[src/hw/rvx_pkg.sv]
/*
 * rvx_pkg
 * Shared widths, operation codes and the command, result and
 * sequencer state types of the integer execute slice.
 */

package rvx_pkg;

    localparam int XLEN    = 64;
    localparam int NREGS   = 32;
    localparam int REG_AW  = 5;
    localparam int IMM_W   = 16;
    localparam int SHAMT_W = 6;

    typedef enum logic [2:0] {
        OP_LI  = 3'd0,
        OP_ADD = 3'd1,
        OP_SUB = 3'd2,
        OP_AND = 3'd3,
        OP_OR  = 3'd4,
        OP_XOR = 3'd5,
        OP_SLL = 3'd6,
        OP_SRL = 3'd7
    } exec_op_e;

    // 34 bits
    typedef struct packed {
        exec_op_e            op;
        logic [REG_AW-1:0]   rd;
        logic [REG_AW-1:0]   rs1;
        logic [REG_AW-1:0]   rs2;
        logic [IMM_W-1:0]    imm;
    } exec_cmd_t;

    // 69 bits
    typedef struct packed {
        logic [REG_AW-1:0]   rd;
        logic [XLEN-1:0]     data;
    } exec_rsp_t;

    typedef enum logic [1:0] {
        S_IDLE  = 2'd0,
        S_EXEC  = 2'd1,
        S_SHIFT = 2'd2,
        S_WB    = 2'd3
    } fsm_state_e;

endpackage

[src/hw/shift_counter.sv]
/*
 * shift_counter
 * Down counter for the bit-serial shifter. Loaded with the shift
 * amount, decremented per shift step, last flags a count of zero.
 */

`timescale 1ns/1ps

module shift_counter
    import rvx_pkg::*;
(
    input  logic               clk,
    input  logic               arst_n,
    input  logic               load,
    input  logic               step,
    input  logic [SHAMT_W-1:0] amount,
    output logic               last
);

    logic [SHAMT_W-1:0] count;

    always_ff @(posedge clk or negedge arst_n) begin
        if (!arst_n) begin
            count <= '0;
        end else if (load) begin
            count <= amount;
        end else if (step) begin
            count <= count - 1'b1;
        end
    end

    assign last = (count == '0);

    // Sequencer must stop stepping once the count is spent
    a_no_step_at_zero: assert property (
        @(posedge clk) disable iff (!arst_n)
        step |-> (count != '0)
    );

endmodule

[config.mk]
export PLATFORM = sky130hd
export DESIGN_NAME = shift_counter
export DESIGN_NICKNAME = d
export VERILOG_FILES = /design/src/hw/rvx_pkg.sv /design/src/hw/shift_counter.sv
export SDC_FILE = /design/constraint.sdc
export NUM_CORES = 1
export LEC_CHECK = 0
export BUFFER_PORTS_ARGS = -buffer_cell sky130_fd_sc_hd__buf_2
export CAP_MARGIN = 20
export CORE_AREA = 2 2 39 41
export CTS_CLUSTER_DIAMETER = 120
export DETAILED_ROUTE_END_ITERATION = 8
export DIE_AREA = 0 0 41 43
export HOLD_SLACK_MARGIN = 0.12
export PLACE_DENSITY = 0.5
export SKIP_LAST_GASP = 1
export SYNTH_ARGS = -nofsm -noshare
export SYNTH_HDL_FRONTEND = slang
export SYNTH_SLANG_ARGS = --single-unit
[constraint.sdc]
create_clock -name clk -period 2.25 [get_ports clk]
set_clock_uncertainty 0.15 [all_clocks]
set_input_delay 0.5625 -clock clk [delete_from_list [all_inputs] [get_ports clk]]
set_output_delay 0.5625 -clock clk [all_outputs]
set_load 0.02 [all_outputs]
==> reports/metrics.csv <==
metric;value;unit
CP top delay family;simple AND/OR/NAND/NOR gates;
worst-case reg-to-reg path depth;3;
max_cap viols;0;
routability cong.;0.634;
synth warn;0;
setup bufs post-CTS;0;
Yosys cell types;16;
cts hold-fix bufs;1;
max-slew violation count;0;
worst r2r src;count[4]$_DFFE_PN0P_;
pwr/cell area;656;nW/µm²
fin cells;67;
setup_tns;0;ps
io pins;11;
largest net degree at the start of global routing;14;
Worst Max-Slew Pin Slew;362;ps
clk sinks;6;
Skew-Pair Late Insertion Delay;250;ps
final wirelength;709;µm
Synthesized Nets;50;
RSZ-0062 raised after global routing;false;
final hold viol count;0;
first-pass GRT wire length;1.08;mm
Leakage;0.206;nW
startpoint types;register;
NumNets Final;65;
HP Start;amount[5];
worst setup path startpoint;count[4]$_DFFE_PN0P_;
DR vias/cell;4.36;
Req. time, crit path;1540;ps
min cycle time layout;2150;ps
slowest stage delay, CP;400;ps
CTS clk-pin slew, worst paths;50;ps
Largest register FFs;6;
Placement Rows;14;
maximum root-to-sink buffer count;2;
Slew headroom;75.5;%
Stages on worst setup path;3;
leading area contributor after synthesis;dfrtp_1;
layout cells sized above 1;25.5;%
post-CTS sizing;0;
crit-path cells;or3_1 -> nor3b_1 -> buf_2;
critical path buffer and inverter count;1;
Die Y;43;µm
Seq cells post-synth;6;
Hold Path Class;in2reg;
GR Overflow Total;0;
share of the synthesized area in the top cell type;43.3;%
Core ar.;1380;µm²
number of global-route vias before repair;279;
peak supply drop;246;µV
Worst path slowest cell;or3_1;
maximum clock rate;0.466;GHz
fill cell count;151;
CTS tree;built;
register area share after synthesis;43.3;%
Die Footprint;1760;µm²
Pre-antenna DRT Iters;2;
largest registers;count x6;
Crit Path Max Fanout;3;
# setup viols final;0;
Biggest register;count;
Synth Cell Area;347;µm²
Final period util;95.5;%
Worst Path Arrival;1440;ps
DP Cell Count;63;
PortBufs;10;
GR Util All Layers;10.1;%
clock root buffer;clkbuf_4;
Vias;292;
initial antenna violation count;0;
status;finished clean;
multi-input logic area;185;µm²
Synth Area per Inst;9.12;µm²
ranking of synthesized cells by area;dfrtp_1, o21ai_0, nand2_1;
Post-Syn Instances;38;
Layout area overhead;28.5;%
DRC errors left;0;
CTS H-tree depth;1;
sequential cell area;150;µm²
Critical Path Sink Type;primary output;
Die W;41;µm
WL per Instance;10.6;µm
Starting DRT DRC Count;1;
Initial Util;25.0;%
Routed Antenna Nets;0;
CTS Buf Count;3;
crit path kind;reg2out;
Ant. Diodes;0;
hold depth;3;
cells in the final DEF, fill, tap and decap left out, drive strengths merged, types with 2 or more instances in the layout:
master,n
inv,2
dfrtp,6
ha,2
clkbuf,3
o21ai,7
xnor2,3
nand2,8
buf,10
synth_stat cells:
| cell type | instances |
|---|---|
| nand2_1 | 8 |
| o21ai_0 | 7 |
| dfrtp_1 | 6 |
| xnor2_1 | 3 |
| ha_1 | 2 |
| inv_1 | 2 |
| clkbuf_1 | 1 |
| nand3_1 | 1 |
| nor2b_1 | 1 |
| nor3b_1 | 1 |
| nor4b_1 | 1 |
| nor4bb_1 | 1 |
| or3_1 | 1 |
| or3b_1 | 1 |
| or4_1 | 1 |
| xor2_1 | 1 |
routing by layer:
metal	vias to the layer above	share of wire (%)	global-route usage [%]
met1	125	45	9.74
met5	-	0	0
met3	0	6.6	6.28
met2	11	48	15.3
li1	156	-	-
met4	0	0	6.00
tightest hold or removal path: cells and delay by family:
family	cells	cell delay (ps)
buffers and inverters	1	70
AND/OR/NAND/NOR	2	90
cells by family after synthesis:
family	count (synthesis)	share of synthesized area, %
AOI/OAI and AO/OA	7	10.1
xor gates and xnor gates	4	10.1
adders and majority gates	2	7.22
buffers and inverters	3	3.25
DFF	6	43.3
and+or+nand+nor	16	26.0
layout make-up:
type	count	area share [%]
multi-input cells	29	41.6
inverters	2	1.69
clock buffers	3	5.06
flip-flops and latches	6	33.7
well taps	16	4.49
repair buffers	11	13.5
power breakdown:
| part | internal [mW] | total, mW | switching, mW |
|---|---|---|---|
| Combinational | 0.0296 | 0.0575 | 0.0279 |
| Sequential | 0.122 | 0.134 | 0.0121 |
| Clock | 0.0604 | 0.101 | 0.0403 |
through the flow:
step | utilization, % | worst slack, ps | power [mW] | area (µm²) | hold slack, ps
after floorplan | - | 244 | 0.171 | 347 | 117
after global placement | 29.8 | 404 | 0.192 | 413 | 248
after detailed placement | 29.8 | 381 | 0.192 | 413 | 246
after CTS | 32.2 | 111 | 0.296 | 445 | 368
after global routing | 32.2 | 25.3 | 0.312 | 445 | 374
final | 32.2 | 102 | 0.292 | 445 | 368
final timing paths:
check / slack [ps] / end
max in group asynchronous: 1270 / count[1]$_DFFE_PN0P_
min in group asynchronous: 520 / count[5]$_DFFE_PN0P_
worst min-delay path: 370 / count[5]$_DFFE_PN0P_
worst min register to register: 430 / count[4]$_DFFE_PN0P_
worst max register to register: 680 / count[5]$_DFFE_PN0P_
worst max-delay path: 100 / last
Note: power is estimated with default switching activity, not from simulation.
