$ cat src/hw/rvx_pkg.sv
/*
 * rvx_pkg
 * Shared widths, operation codes and the command, result and
 * sequencer state types of the integer execute slice.
 */

package rvx_pkg;

    localparam int XLEN    = 64;
    localparam int NREGS   = 32;
    localparam int REG_AW  = 5;
    localparam int IMM_W   = 16;
    localparam int SHAMT_W = 6;

    typedef enum logic [2:0] {
        OP_LI  = 3'd0,
        OP_ADD = 3'd1,
        OP_SUB = 3'd2,
        OP_AND = 3'd3,
        OP_OR  = 3'd4,
        OP_XOR = 3'd5,
        OP_SLL = 3'd6,
        OP_SRL = 3'd7
    } exec_op_e;

    // 34 bits
    typedef struct packed {
        exec_op_e            op;
        logic [REG_AW-1:0]   rd;
        logic [REG_AW-1:0]   rs1;
        logic [REG_AW-1:0]   rs2;
        logic [IMM_W-1:0]    imm;
    } exec_cmd_t;

    // 69 bits
    typedef struct packed {
        logic [REG_AW-1:0]   rd;
        logic [XLEN-1:0]     data;
    } exec_rsp_t;

    typedef enum logic [1:0] {
        S_IDLE  = 2'd0,
        S_EXEC  = 2'd1,
        S_SHIFT = 2'd2,
        S_WB    = 2'd3
    } fsm_state_e;

endpackage

$ cat src/hw/exec_alu.sv
/*
 * exec_alu
 * Integer ALU of the execute slice. Immediate, add, sub and the
 * bitwise ops are combinational, the logical shifts run one bit
 * per step in a shift register filled with zero.
 */

`timescale 1ns/1ps

module exec_alu
    import rvx_pkg::*;
(
    input  logic             clk,
    input  logic             arst_n,
    input  exec_op_e         op,
    input  logic [XLEN-1:0]  a,
    input  logic [XLEN-1:0]  b,
    input  logic [IMM_W-1:0] imm,
    input  logic             load,
    input  logic             step,
    output logic [XLEN-1:0]  result
);

    logic [XLEN-1:0] shreg;
    logic [XLEN-1:0] shreg_nxt;
    logic [XLEN-1:0] imm_ext;

    assign imm_ext = {{(XLEN - IMM_W){1'b0}}, imm};

    // One bit position per step
    always_comb begin
        if (op == OP_SRL) begin
            shreg_nxt = {1'b0, shreg[XLEN-1:1]};
        end else begin
            shreg_nxt = {shreg[XLEN-2:0], 1'b0};
        end
    end

    always_ff @(posedge clk or negedge arst_n) begin
        if (!arst_n) begin
            shreg <= '0;
        end else if (load) begin
            shreg <= a;
        end else if (step) begin
            shreg <= shreg_nxt;
        end
    end

    always_comb begin
        case (op)
            OP_LI:   result = imm_ext;
            OP_ADD:  result = a + b;
            OP_SUB:  result = a - b;
            OP_AND:  result = a & b;
            OP_OR:   result = a | b;
            OP_XOR:  result = a ^ b;
            OP_SLL,
            OP_SRL:  result = shreg;
            default: result = '0;
        endcase
    end

endmodule

$ cat config.mk
export PLATFORM = sky130hd
export DESIGN_NAME = exec_alu
export DESIGN_NICKNAME = d
export VERILOG_FILES = /design/src/hw/rvx_pkg.sv /design/src/hw/exec_alu.sv
export SDC_FILE = /design/constraint.sdc
export NUM_CORES = 1
export LEC_CHECK = 0
export ABC_AREA = 1
export BUFFER_PORTS_ARGS = -buffer_cell sky130_fd_sc_hd__buf_2
export CAP_MARGIN = 15
export CORE_AREA = 2 2 151 190
export DETAILED_ROUTE_END_ITERATION = 10
export DIE_AREA = 0 0 153 192
export PLACE_DENSITY_LB_ADDON = 0.12
export SLEW_MARGIN = 20
export SYNTH_ARGS = -nofsm -noshare
export SYNTH_HDL_FRONTEND = slang
export SYNTH_SLANG_ARGS = --single-unit
export TNS_END_PERCENT = 5
$ cat constraint.sdc
create_clock -name clk -period 12.9 [get_ports clk]
set_clock_uncertainty 0.05 [all_clocks]
set_input_delay 2.58 -clock clk [delete_from_list [all_inputs] [get_ports clk]]
set_output_delay 2.58 -clock clk [all_outputs]
set_load 0.02 [all_outputs]
==> flow_summary.ini, run 1 <==
[status]
status = complete, no violations

[pwr]
swShare_pct = 52.0
ir_worst_vdd_uv = 57.2
power_leakage_nw = 9.73
p_sw_w = 0.000658
p_seq_share_pct = 20.2
power.density_nw_per_um2 = 75.7
combinationalPowerShare_pct = 58.5
p_clk_share_pct = 21.3
intPower_w = 0.000606

[grt]
grt_antenna_before_repair = 4
grt_max_degree = 70
grt_pass1_vias = 17900
track_usage_pct = 45.1
grt_overflow = 0
grt_pass1_wl_mm = 103

[hold_path]
whs_path_depth = 2
min_from = shreg[61]
min_to = shreg[61]
hold_path.class = reg -> reg

[floorplan]
initial_core_util_pct = 54.8
coreArea_um2 = 27500
io_pins = 215
rows = 68
die_w_um = 153
dieHeight_um = 192
dieArea_um2 = 29400

[setup_path]
cp_common_cell = nand2_1
cp_top_family = simple AND/OR/NAND/NOR gates
slowest_stage = nor3_1
path_depth = 23
reg2reg_depth = 4
crit_required_ns = 10.27
crit_arrival_ns = 6.96
worstSetupStartpointType = input pin
rrSetupSlack_ns = 11.91
cp_cell_sequence = buf_2 > nor3_2 > buf_4 > inv_2 > buf_4 > o21ai_2 > nand2_1 > a21oi_2 > xor2_1 > inv_1 > ha_1 > nand2_1 > inv_1 > nand2_1 > nor3_1 > nand2_1 > nor2_1 > nand2_1 > nand3b_1 > nand2_1 > nand3_1 > nand2_1 > buf_2
crit_type = in -> out
timing.critical_path.buf_inv = 7
crit_fanout = 35
r2r-end = shreg[3]
slowest_delay_ns = 0.47
endpoint_kind = output pin
r2r-start = shreg[4]

[clocking]
cts_tree = yes
htree_levels = 3
clk_pin_slew_worst_paths_ns = 0.06
cts_buffers = 9
post_cts_resized = 0
clockRootBuffer = clkbuf_16
postCtsSetupBuffers = 0
clock-sinks = 64
clockBufferDepth = 2
cts_hold_buf = 0
clock_latency_ns = 0.36

[synthesis]
syn-cell-area_um2 = 15100
yosys_most_used_dff = dfrtp_1
ys_seq_elements = 64
synthesis.nets = 3013
synth_cell_type_count = 47
muxShareOfSynthArea_pct = 0
synthSimpleGateAreaFrac_pct = 37.4
synth-edff-count = 0
synthTopCellsByCount = nand2_1, inv_1, nor2_1, ha_1, nand3_1
synth_fa_ha_area_share_pct = 16.1
synth.area.top_cells = nand2_1, ha_1, inv_1
yosysMostFrequentCell = nand2_1
synthDominantCellAreaShare_pct = 22.3
ys_async_sr_fraction_pct = 100
yosys_warnings = 0
netlist_instances = 2669
yosys.area.top_type = nand2_1
synth_top_family_by_area = simple AND/OR/NAND/NOR gates
avgSynthCellArea_um2 = 5.64
synth_compound_area_share_pct = 16.6
synth-xor-area-share_pct = 3.72
synth_seq_area_share_pct = 10.6

[sta]
rsz0062_at_grt = false
slew_headroom_pct = 32.3
fin_ws_ns = 3.31
period_share_pct = 74.3
max_slew.worst_pin.slew_ns = 1.02
drv_slew = 0
period_minus_slack_ns = 9.59
hold_viol = 0
setup_tns_ns = 0
finalSetupViolations = 0
fmax_mhz = 104

[flow_run]
maxCapViolCount = 0

[drt]
vias = 19200
first_iter_violations = 2491
drcViolationCount = 0
ant_nets = 0
finalWirelength_mm = 67.4
routed_via_density = 6.01
first_pass_iters = 8
wl_per_cell_um = 21.1

[cells_and_area]
largestRegisters = shreg: 64 flops
top_register = shreg
area_growth_pct = 10.9
fin_nets = 3180
largest_reg_flops = 64
drive_gt1_share_pct = 10.9

[place]
pre_cts_ws_ns = 3.54
gp_congestion = 1.11
hpwl_mm = 54.7
portBuffers = 214
cell type report:
class / count / area [µm²]
sequential: 64 / 1600
timing repair buffer: 228 / 1180
clock buffer: 10 / 239
clock inverter: 5 / 57.6
fill: 2752 / 10800
antenna: 2 / 5.00
tap: 350 / 438
inverter: 544 / 2040
multi-input combinational: 1989 / 11100
tightest hold or removal path, stage by stage (launching register included):
cell and delay (ns):
dfrtp_1 0.35, o21ai_1 0.07, inv_1 0.05
routing by layer:
layer	routed length, µm	GRT usage, %
met2	29400	71.8
met1	26400	58.3
met5	20	0
met4	4160	24.0
met3	7520	8.12
cells in the final DEF, fill, tap and decap left out, types with 12 or more instances in the layout:
master / instances
o21ai_0: 97
o22ai_1: 12
nor2_1: 198
o211ai_1: 29
a221oi_1: 58
nand3_1: 149
ha_1: 192
inv_1: 534
nand2_1: 893
nor3_1: 23
nand3b_1: 15
nor2_2: 12
a21oi_1: 85
o221ai_1: 62
nand4_1: 25
xor2_1: 59
buf_4: 14
buf_2: 214
dfrtp_1: 64
power by group through the flow:
stage	sequential [W]	combinational, W	clock [W]
after global placement	0.000255	0.000698	0
after global routing	0.000257	0.000801	0.000275
after floorplan	0.000247	0.000455	0
after detailed placement	0.000257	0.000709	0
after CTS	0.000253	0.000712	0.000271
final	0.000256	0.000739	0.000269
kinds of logic after synthesis:
family                   Yosys count
AO/OA/AOI/OAI                    374
flip-flops                        64
AND/OR/NAND/NOR                 1358
buffers and inverters            616
adder cells (fa/ha/maj)          193
XOR/XNOR                          64
worst max-delay path by stage:
stage,startpoint,endpoint,slack [ns]
final,op[2],result[52],3.31
after global routing,op[2],result[52],3.12
after CTS,op[2],result[60],3.53
after detailed placement,op[2],result[54],3.54
after global placement,op[2],result[52],3.44
after floorplan,b[0],result[35],4.95
stage by stage:
stage	cells	util (%)	cell area (µm²)	total power (W)	hold WS (ns)
finish	3192	60.7	16700	0.00126	0.450
global route	3191	60.7	16700	0.00133	0.467
floorplan	2669	-	15100	0.000702	0.405
detailed placement	3175	59.6	16400	0.000965	0.425
global placement	3175	59.6	16400	0.000953	0.421
CTS	3190	60.7	16700	0.00124	0.444
No activity file was read; power rests on OpenSTA's default activity.
==> run 2: changes to the inputs <==
==> constraint.sdc (replaced) <==
create_clock -name clk -period 9.8 [get_ports clk]
set_clock_uncertainty 0.05 [all_clocks]
set_input_delay 1.96 -clock clk [delete_from_list [all_inputs] [get_ports clk]]
set_output_delay 1.96 -clock clk [all_outputs]
set_load 0.02 [all_outputs]
==> run 2 against run 1 <==
Net effect: non-clock buffer count shrank 1; critical path type unchanged; combinational power grew 32%; first-iteration DRC count shrank 3.0%; global-route usage grew 0.68 points; total power grew 35%; core utilization grew 0.068 points; register-to-register slack lost 3.1 ns.
==> flow_summary.ini, run 2 (synthesized netlist as in run 1, its figures left out) <==
[grt]
grt_max_degree = 69
grt_pass1_wl_mm = 104
grt_overflow = 0
grt_pass1_vias = 18500
grt_antenna_before_repair = 1
track_usage_pct = 45.8

[cells_and_area]
seqCellArea_um2 = 1600
largest_reg_flops = 64
layout_common_cells = nand2_1, inv_1, buf_2
fin_util_pct = 60.8
multi_input_area_um2 = 11100
largestRegisters = shreg: 64 flops
fin_nets = 3179
drive_gt1_share_pct = 10.8
nFillCells = 2734
area_growth_pct = 11.0
mostFrequentLayoutCell = nand2_1
top_register = shreg

[sta]
rsz0062_at_grt = false
fmax_mhz = 121
hold_viol = 0
period_share_pct = 84.5
finalSetupViolations = 0
fin_ws_ns = 1.52
hold_slack_ns = 0.441
max_slew.worst_pin.slew_ns = 1.03
slew_headroom_pct = 31.4
setup_tns_ns = 0
period_minus_slack_ns = 8.28
drv_slew = 0

[pwr]
power.density_nw_per_um2 = 102
ir_worst_vdd_uv = 88.3
design_power_total_w = 0.00170
power_leakage_nw = 9.75

[setup_path]
crit_required_ns = 7.79
slowest_delay_ns = 0.47
cp_cell_sequence = buf_2 > nor3_2 > buf_4 > inv_2 > o21ai_2 > nand2_1 > a21oi_2 > nand2_1 > xor2_1 > ha_1 > nand2_1 > nor2_1 > nand2_1 > inv_1 > nand2_1 > nor2_1 > nand2_1 > nand4_1 > nand3_1 > nand2_1 > buf_2
critPathLaunch = op[2]
timing.critical_path.buf_inv = 5
r2r-start = shreg[48]
cp_common_cell = nand2_1
worstSetupStartpointType = input pin
crit_fanout = 34
rrSetupSlack_ns = 8.77
crit_type = in -> out
cp_top_family = simple AND/OR/NAND/NOR gates
slowest_stage = ha_1
endpoint_kind = output pin
crit_arrival_ns = 6.27

[floorplan]
dieHeight_um = 192
rows = 68
dieArea_um2 = 29400
die_w_um = 153
io_pins = 215
initial_core_util_pct = 54.8
coreArea_um2 = 27500

[drt]
vias = 19300
finalWirelength_mm = 68.6
wl_per_cell_um = 21.5
routed_via_density = 6.04
ant_nets = 0
first_pass_iters = 6
drcViolationCount = 0
first_iter_violations = 2417

[clocking]
htree_levels = 3
clockRootBuffer = clkbuf_16
cts_tree = yes
cts_hold_buf = 0
clockBufferDepth = 2
clock-sinks = 64
clk_pin_slew_worst_paths_ns = 0.06
clock_latency_ns = 0.36
post_cts_resized = 0
cts_buffers = 9
postCtsSetupBuffers = 0

[place]
gp_congestion = 1.11
portBuffers = 214
pre_cts_ws_ns = 1.80
hpwl_mm = 54.8

[hold_path]
hold_path.class = reg -> reg
min_from = shreg[61]

[status]
status = complete, no violations

[flow_run]
maxCapViolCount = 0
-- run 2: where the power goes --
group	switching, W	leakage [nW]	internal [W]	total [W]
logic	0.000676	8.86	0.000299	0.000975
registers	0.0000393	0.737	0.000297	0.000336
clock network	0.000154	0.159	0.000236	0.000390
-- run 2: path summary, 6_finish.rpt --
| kind | end | cells after the start |
|---|---|---|
| worst min register to register | shreg[61] | 2 |
| worst min-delay path | shreg[61] | 2 |
| min in group asynchronous | shreg[9] | 2 |
| worst max register to register | shreg[47] | 4 |
| worst max-delay path | result[54] | 21 |
| max in group asynchronous | shreg[37] | 2 |
-- run 2: per-layer routing --
| layer | track usage [%] | wire length, µm | up-vias |
|---|---|---|---|
| li1 | - | - | 8842 |
| met1 | 57.0 | 26700 | 8807 |
| met5 | 0 | 0 | - |
| met4 | 25.0 | 4410 | 0 |
| met3 | 9.79 | 7700 | 302 |
| met2 | 73.9 | 29800 | 1310 |
-- run 2: tightest hold or removal path, cell delays in order (launching register included) --
cell and delay (ns):
dfrtp_1 0.35, o21ai_1 0.07, inv_1 0.04
-- run 2: final cells by class --
cell class	count	area share, %
Inverter	544	12.2
Sequential cell	64	9.58
Multi-Input combinational cell	1989	66.6
Timing Repair Buffer	227	6.99
Clock inverter	3	0.389
Clock buffer	12	1.53
Tap cell	350	2.62
Antenna cell	2	0.0299
-- run 2: per-stage QoR --
step	instances	area (µm²)
floorplan	2669	15100
global placement	3174	16400
detailed placement	3174	16400
CTS	3189	16700
global route	3189	16700
finish	3191	16700
