File: src/hw/rvx_pkg.sv
/*
 * rvx_pkg
 * Shared widths, operation codes and the command, result and
 * sequencer state types of the integer execute slice.
 */

package rvx_pkg;

    localparam int XLEN    = 64;
    localparam int NREGS   = 32;
    localparam int REG_AW  = 5;
    localparam int IMM_W   = 16;
    localparam int SHAMT_W = 6;

    typedef enum logic [2:0] {
        OP_LI  = 3'd0,
        OP_ADD = 3'd1,
        OP_SUB = 3'd2,
        OP_AND = 3'd3,
        OP_OR  = 3'd4,
        OP_XOR = 3'd5,
        OP_SLL = 3'd6,
        OP_SRL = 3'd7
    } exec_op_e;

    // 34 bits
    typedef struct packed {
        exec_op_e            op;
        logic [REG_AW-1:0]   rd;
        logic [REG_AW-1:0]   rs1;
        logic [REG_AW-1:0]   rs2;
        logic [IMM_W-1:0]    imm;
    } exec_cmd_t;

    // 69 bits
    typedef struct packed {
        logic [REG_AW-1:0]   rd;
        logic [XLEN-1:0]     data;
    } exec_rsp_t;

    typedef enum logic [1:0] {
        S_IDLE  = 2'd0,
        S_EXEC  = 2'd1,
        S_SHIFT = 2'd2,
        S_WB    = 2'd3
    } fsm_state_e;

endpackage

File: src/hw/exec_seq_fsm.sv
/*
 * exec_seq_fsm
 * Command sequencer of the execute slice. Holds one accepted command,
 * drives the operand reads, runs the bit-serial shift loop and issues
 * the register write back together with a one-cycle done pulse.
 */

`timescale 1ns/1ps

module exec_seq_fsm
    import rvx_pkg::*;
(
    input  logic              clk,
    input  logic              arst_n,

    input  logic              cmd_valid,
    input  exec_cmd_t         cmd,
    output logic              busy,

    output logic [REG_AW-1:0] rs1_addr,
    output logic [REG_AW-1:0] rs2_addr,
    output exec_op_e          op,
    output logic [IMM_W-1:0]  imm,
    output logic              alu_load,
    output logic              shift_step,
    output logic              cnt_load,
    input  logic              cnt_last,
    input  logic [XLEN-1:0]   alu_result,

    output logic              wr_en,
    output logic [REG_AW-1:0] wr_addr,
    output logic              done,
    output exec_rsp_t         rsp
);

    fsm_state_e state;
    fsm_state_e state_nxt;
    exec_cmd_t  cmd_q;
    logic       is_shift;

    assign is_shift = (cmd_q.op == OP_SLL) || (cmd_q.op == OP_SRL);

    always_ff @(posedge clk or negedge arst_n) begin
        if (!arst_n) begin
            state <= S_IDLE;
        end else begin
            state <= state_nxt;
        end
    end

    always_ff @(posedge clk or negedge arst_n) begin
        if (!arst_n) begin
            cmd_q <= '0;
        end else if (state == S_IDLE && cmd_valid) begin
            cmd_q <= cmd;
        end
    end

    always_comb begin
        state_nxt = state;
        case (state)
            S_IDLE:  if (cmd_valid) state_nxt = S_EXEC;
            S_EXEC:  state_nxt = is_shift ? S_SHIFT : S_WB;
            S_SHIFT: if (cnt_last) state_nxt = S_WB;
            S_WB:    state_nxt = S_IDLE;
            default: state_nxt = S_IDLE;
        endcase
    end

    assign busy       = (state != S_IDLE);
    assign rs1_addr   = cmd_q.rs1;
    assign rs2_addr   = cmd_q.rs2;
    assign op         = cmd_q.op;
    assign imm        = cmd_q.imm;

    // Operand capture and count load share the execute cycle
    assign alu_load   = (state == S_EXEC);
    assign cnt_load   = (state == S_EXEC);
    assign shift_step = (state == S_SHIFT) && !cnt_last;

    // x0 writes are dropped but the result is still reported
    assign done       = (state == S_WB);
    assign wr_en      = done && (cmd_q.rd != '0);
    assign wr_addr    = cmd_q.rd;
    assign rsp.rd     = cmd_q.rd;
    assign rsp.data   = alu_result;

    a_no_cmd_while_busy: assert property (
        @(posedge clk) disable iff (!arst_n)
        cmd_valid |-> !busy
    );

    a_done_one_cycle: assert property (
        @(posedge clk) disable iff (!arst_n)
        done |=> !done
    );

endmodule

File: config.mk
export PLATFORM = sky130hd
export DESIGN_NAME = exec_seq_fsm
export DESIGN_NICKNAME = d
export VERILOG_FILES = /design/src/hw/rvx_pkg.sv /design/src/hw/exec_seq_fsm.sv
export SDC_FILE = /design/constraint.sdc
export NUM_CORES = 1
export LEC_CHECK = 0
export ABC_AREA = 1
export BUFFER_PORTS_ARGS = -buffer_cell sky130_fd_sc_hd__buf_2
export CAP_MARGIN = 20
export CORE_AREA = 2 2 83 85
export DETAILED_ROUTE_END_ITERATION = 7
export DIE_AREA = 0 0 85 87
export GPL_ROUTABILITY_DRIVEN = 0
export PLACE_DENSITY = 0.85
export SLEW_MARGIN = 20
export SYNTH_ARGS = -nofsm -noshare
export SYNTH_HDL_FRONTEND = slang
export SYNTH_SLANG_ARGS = --single-unit
File: constraint.sdc
create_clock -name clk -period 1.6 [get_ports clk]
set_clock_uncertainty 0.05 [all_clocks]
set_input_delay 0.24 -clock clk [delete_from_list [all_inputs] [get_ports clk]]
set_output_delay 0.24 -clock clk [all_outputs]
set_load 0.02 [all_outputs]
==> metrics.txt <==
# TYPE chip_impl_metric gauge
chip_impl_info{name="run_status",value="complete, no violations"} 1
chip_impl_metric{name="synth-seq-area-share",unit="%"} 42.3
chip_impl_metric{name="final_nets",unit=""} 381
chip_impl_info{name="yosysTopAreaCell",value="sky130_fd_sc_hd__dfrtp_1"} 1
chip_impl_metric{name="path_buf_inv",unit=""} 3
chip_impl_metric{name="hold_slack",unit="ps"} 133
chip_impl_metric{name="seq_power_share",unit="%"} 33.2
chip_impl_metric{name="antenna_found_initial",unit=""} 0
chip_impl_metric{name="dieHeight",unit="µm"} 87
chip_impl_metric{name="detail_route.first_pass.iterations",unit=""} 4
chip_impl_info{name="holdCritPathClass",value="primary input to register"} 1
chip_impl_info{name="primary_flip_flop_cell_chosen_by_synthesis_mapping",value="sky130_fd_sc_hd__dfrtp_1"} 1
chip_impl_metric{name="dieWidth",unit="µm"} 85
chip_impl_metric{name="post_synth_mux_area_share",unit="%"} 0
chip_impl_metric{name="synthesis.area_per_instance",unit="µm²"} 8.55
chip_impl_metric{name="synth_area",unit="µm²"} 2130
chip_impl_metric{name="io_buffers",unit=""} 82
chip_impl_metric{name="final_max_slew_viol_count",unit=""} 0
chip_impl_metric{name="postSynthCellCount",unit=""} 249
chip_impl_metric{name="start_util",unit="%"} 32.4
chip_impl_info{name="path_class",value="register to output pin"} 1
chip_impl_metric{name="final_min_period_over_clock_period",unit="%"} 95.9
chip_impl_metric{name="worst-r2r-setup-slack",unit="ps"} 180
chip_impl_info{name="timing.critical_path.cells",value="buf_6, ha_2, o21ai_0, inv_1, buf_4"} 1
chip_impl_metric{name="final_period_minus_worst_setup_slack",unit="ps"} 1530
chip_impl_metric{name="p_clk_share",unit="%"} 13.9
chip_impl_metric{name="max-clock-path-buffers",unit=""} 2
chip_impl_info{name="post-synth-top-count-cell",value="sky130_fd_sc_hd__nand2_1"} 1
chip_impl_metric{name="numCtsBuffers",unit=""} 5
chip_impl_info{name="critPathSlowestCell",value="sky130_fd_sc_hd__dfrtp_1"} 1
chip_impl_metric{name="yosysTopAreaCellShare",unit="%"} 42.3
chip_impl_metric{name="maximum_level_of_the_cts_h_tree",unit=""} 2
chip_impl_metric{name="slew_headroom",unit="%"} 72.4
chip_impl_metric{name="power_switching_share",unit="%"} 45.1
chip_impl_metric{name="number_of_synthesized_flops_with_an_enable_pin",unit=""} 0
chip_impl_metric{name="grt_max_degree",unit=""} 35
chip_impl_metric{name="postSynthRegisterBits",unit=""} 36
chip_impl_metric{name="post_synth_fa_ha_maj_area_fraction",unit="%"} 2.94
chip_impl_metric{name="placementRows",unit=""} 30
chip_impl_metric{name="synth_xor_xnor_area_share",unit="%"} 0
chip_impl_metric{name="grt_util_all_layers",unit="%"} 12.6
chip_impl_metric{name="ys_async_sr_fraction",unit="%"} 100
chip_impl_metric{name="clkLatencyLatePin",unit="ps"} 280
chip_impl_metric{name="worst_pin_slew",unit="ps"} 414
chip_impl_metric{name="detailedRoute.firstIterationViolations",unit=""} 58
chip_impl_metric{name="finalHoldViolations",unit=""} 0
chip_impl_info{name="path_delay_family",value="flip-flops"} 1
chip_impl_metric{name="multi_input_area",unit="µm²"} 599
chip_impl_metric{name="path_max_fanout",unit=""} 3
chip_impl_info{name="cts_root_buffer",value="sky130_fd_sc_hd__clkbuf_8"} 1
chip_impl_info{name="setup_crit_start_kind",value="register"} 1
chip_impl_metric{name="yosysWarningCount",unit=""} 0
chip_impl_metric{name="tritoncts_num_sinks",unit=""} 36
chip_impl_metric{name="fraction_of_final_layout_cells_with_drive_strength_greater_than_1",unit="%"} 41.5
chip_impl_metric{name="synth.distinct_cells",unit=""} 12
chip_impl_metric{name="n_antenna_cell",unit=""} 0
chip_impl_info{name="critical_path.endpoint_type",value="output pin"} 1
chip_impl_metric{name="grt_pass1_vias",unit=""} 1573
chip_impl_metric{name="synth_compound_area_share",unit="%"} 0.588
chip_impl_metric{name="syn-num-nets",unit=""} 356
chip_impl_metric{name="nFillCells",unit=""} 693
chip_impl_info{name="ys_top_cells_by_count",value="77 x sky130_fd_sc_hd__nand2_1, 76 x sky130_fd_sc_hd__buf_4, 37 x sky130_fd_sc_hd__nand3_1"} 1
chip_impl_metric{name="static-leakage-power",unit="nW"} 1.34
chip_impl_metric{name="fmaxAchievable",unit="MHz"} 652
chip_impl_metric{name="cap_viol_max_count",unit=""} 0
chip_impl_metric{name="register_area",unit="µm²"} 901
chip_impl_metric{name="clk_slew_on_worst_s_h_paths",unit="ps"} 70
chip_impl_metric{name="postLayoutCoreUtil",unit="%"} 34.6
chip_impl_metric{name="combinationalPowerShare",unit="%"} 53.0
chip_impl_metric{name="detail_route.wirelength",unit="µm"} 4610
chip_impl_metric{name="post_drt_wl_per_cell",unit="µm"} 13.0
chip_impl_metric{name="io-pin-count",unit=""} 211
chip_impl_metric{name="cell_internal_pwr",unit="mW"} 2.66
chip_impl_metric{name="grt_overflow_total",unit=""} 0
chip_impl_metric{name="switchingPower",unit="mW"} 2.18
chip_impl_metric{name="place_hpwl",unit="µm"} 3400
chip_impl_metric{name="p_per_area",unit="nW/µm²"} 2130
chip_impl_info{name="dominant_combinational_cell_family_by_area_after_synthesis",value="buffers and inverters"} 1
chip_impl_metric{name="drt-vias-per-instance",unit=""} 4.50
chip_impl_metric{name="tns",unit="ps"} 0
chip_impl_info{name="clock_tree_from_tritoncts",value="built"} 1
chip_impl_metric{name="cp.arrival",unit="ps"} 1240
chip_impl_metric{name="timing.critical_path.required",unit="ps"} 1310
chip_impl_metric{name="highest_cell_delay_on_the_worst_timing_path",unit="ps"} 400
chip_impl_metric{name="vias",unit=""} 1598
chip_impl_metric{name="drt_drc_violations_left",unit=""} 0
chip_impl_metric{name="setup_viol_count_final",unit=""} 0
chip_impl_metric{name="grt_pass1_wl",unit="µm"} 7390
chip_impl_metric{name="ir_worst_vdd",unit="mV"} 0.794
chip_impl_metric{name="fp.dieArea",unit="µm²"} 7400
chip_impl_metric{name="synth_simple_gate_area_share",unit="%"} 23.5
chip_impl_info{name="netlist_top_cells_area",value="sky130_fd_sc_hd__dfrtp_1 42%, sky130_fd_sc_hd__buf_4 27%, sky130_fd_sc_hd__nand2_1 14%, sky130_fd_sc_hd__nand3_1 8.7%, sky130_fd_sc_hd__ha_1 2.9%"} 1
chip_impl_metric{name="post_detailed_route_count_of_antenna_violating_nets",unit=""} 0
chip_impl_metric{name="signed_area_change_from_the_synthesized_netlist_to_the_final_layout",unit="%"} 6.76
chip_impl_metric{name="placeableCoreArea",unit="µm²"} 6570
path summary, 6_finish.rpt:
check	from	endpoint	depth (start not counted)
worst max-delay path	state[0]$_DFFE_PN0P_	wr_en	5
worst max register to register	state[0]$_DFFE_PN0P_	rs1_addr[1]$_DFFE_PN0P_	6
worst min-delay path	cmd[21]	rs1_addr[0]$_DFFE_PN0P_	3
worst min register to register	imm[12]$_DFFE_PN0P_	imm[12]$_DFFE_PN0P_	2
min in group asynchronous	arst_n	rs1_addr[3]$_DFFE_PN0P_	2
max in group asynchronous	arst_n	rs2_addr[2]$_DFFE_PN0P_	3
area by class of cell:
cell class              instances  share of cell area [%]
flip-flops and latches         36                    39.6
multi-input cells             125                    26.4
repair buffers                 99                    24.4
well taps                      80                    4.41
clock buffers                   8                    3.96
inverters                       7                    1.16
tightest hold or removal path, stage by stage:
cell and delay, ps:
sky130_fd_sc_hd__buf_2 70, sky130_fd_sc_hd__nand3_1 60, sky130_fd_sc_hd__nand2_1 60
per-stage QoR:
step / std cells / worst slack, ps / cell area [µm²] / power [mW]
finish: 355 / 65.6 / 2270 / 4.84
global route: 355 / -16.8 / 2270 / 5.26
CTS: 349 / 3.98 / 2200 / 4.75
detailed placement: 339 / -107 / 2080 / 3.99
global placement: 339 / 10.8 / 2080 / 3.91
floorplan: 249 / 213 / 2130 / 3.51
logic make-up after synthesis:
family                     after synthesis
buffers and inverters                   88
AOI/OAI and AO/OA                        2
adders and majority gates                5
DFF                                     36
and+or+nand+nor                        118
state kept, by name (all words and copies together), names as in the netlist:
register / count
imm: 16
op: 3
wr_addr: 5
rs1_addr: 5
rs2_addr: 5
state: 2
layer usage:
layer	GRT usage (%)	wire length [µm]
met4	8.66	230
met3	3.22	356
met5	0	0
met2	21.9	2290
met1	13.3	1730
timing repair:
action                     CTS  global route
gates cloned                 0             0
setup endpoints to repair   36             5
pin swaps                    2             1
hold endpoints to repair    17             0
resized for setup            4            10
hold buffers                 1             0
setup buffers                1             6
power by group through the flow:
stage | combinational (mW) | clock [mW] | sequential [mW]
CTS | 2.44 | 0.709 | 1.60
finish | 2.56 | 0.671 | 1.60
floorplan | 1.42 | 0 | 2.10
detailed placement | 2.38 | 0 | 1.61
global route | 2.86 | 0.741 | 1.66
global placement | 2.32 | 0 | 1.59
placed cells by master (no fill, tap or decap):
cell	n
sky130_fd_sc_hd__o21bai_1	1
sky130_fd_sc_hd__dfrtp_1	36
sky130_fd_sc_hd__buf_6	2
sky130_fd_sc_hd__nor2_1	1
sky130_fd_sc_hd__o21ai_0	1
sky130_fd_sc_hd__ha_2	3
sky130_fd_sc_hd__ha_4	1
sky130_fd_sc_hd__clkbuf_1	2
sky130_fd_sc_hd__inv_2	2
sky130_fd_sc_hd__nand2_1	76
sky130_fd_sc_hd__clkbuf_8	6
sky130_fd_sc_hd__nand2_4	1
sky130_fd_sc_hd__ha_1	1
sky130_fd_sc_hd__nand2_2	2
sky130_fd_sc_hd__nand3_1	37
sky130_fd_sc_hd__buf_4	17
sky130_fd_sc_hd__buf_2	79
sky130_fd_sc_hd__dlygate4sd3_1	1
sky130_fd_sc_hd__inv_1	5
sky130_fd_sc_hd__nor2_2	1
No activity file was read; power rests on OpenSTA's default activity.
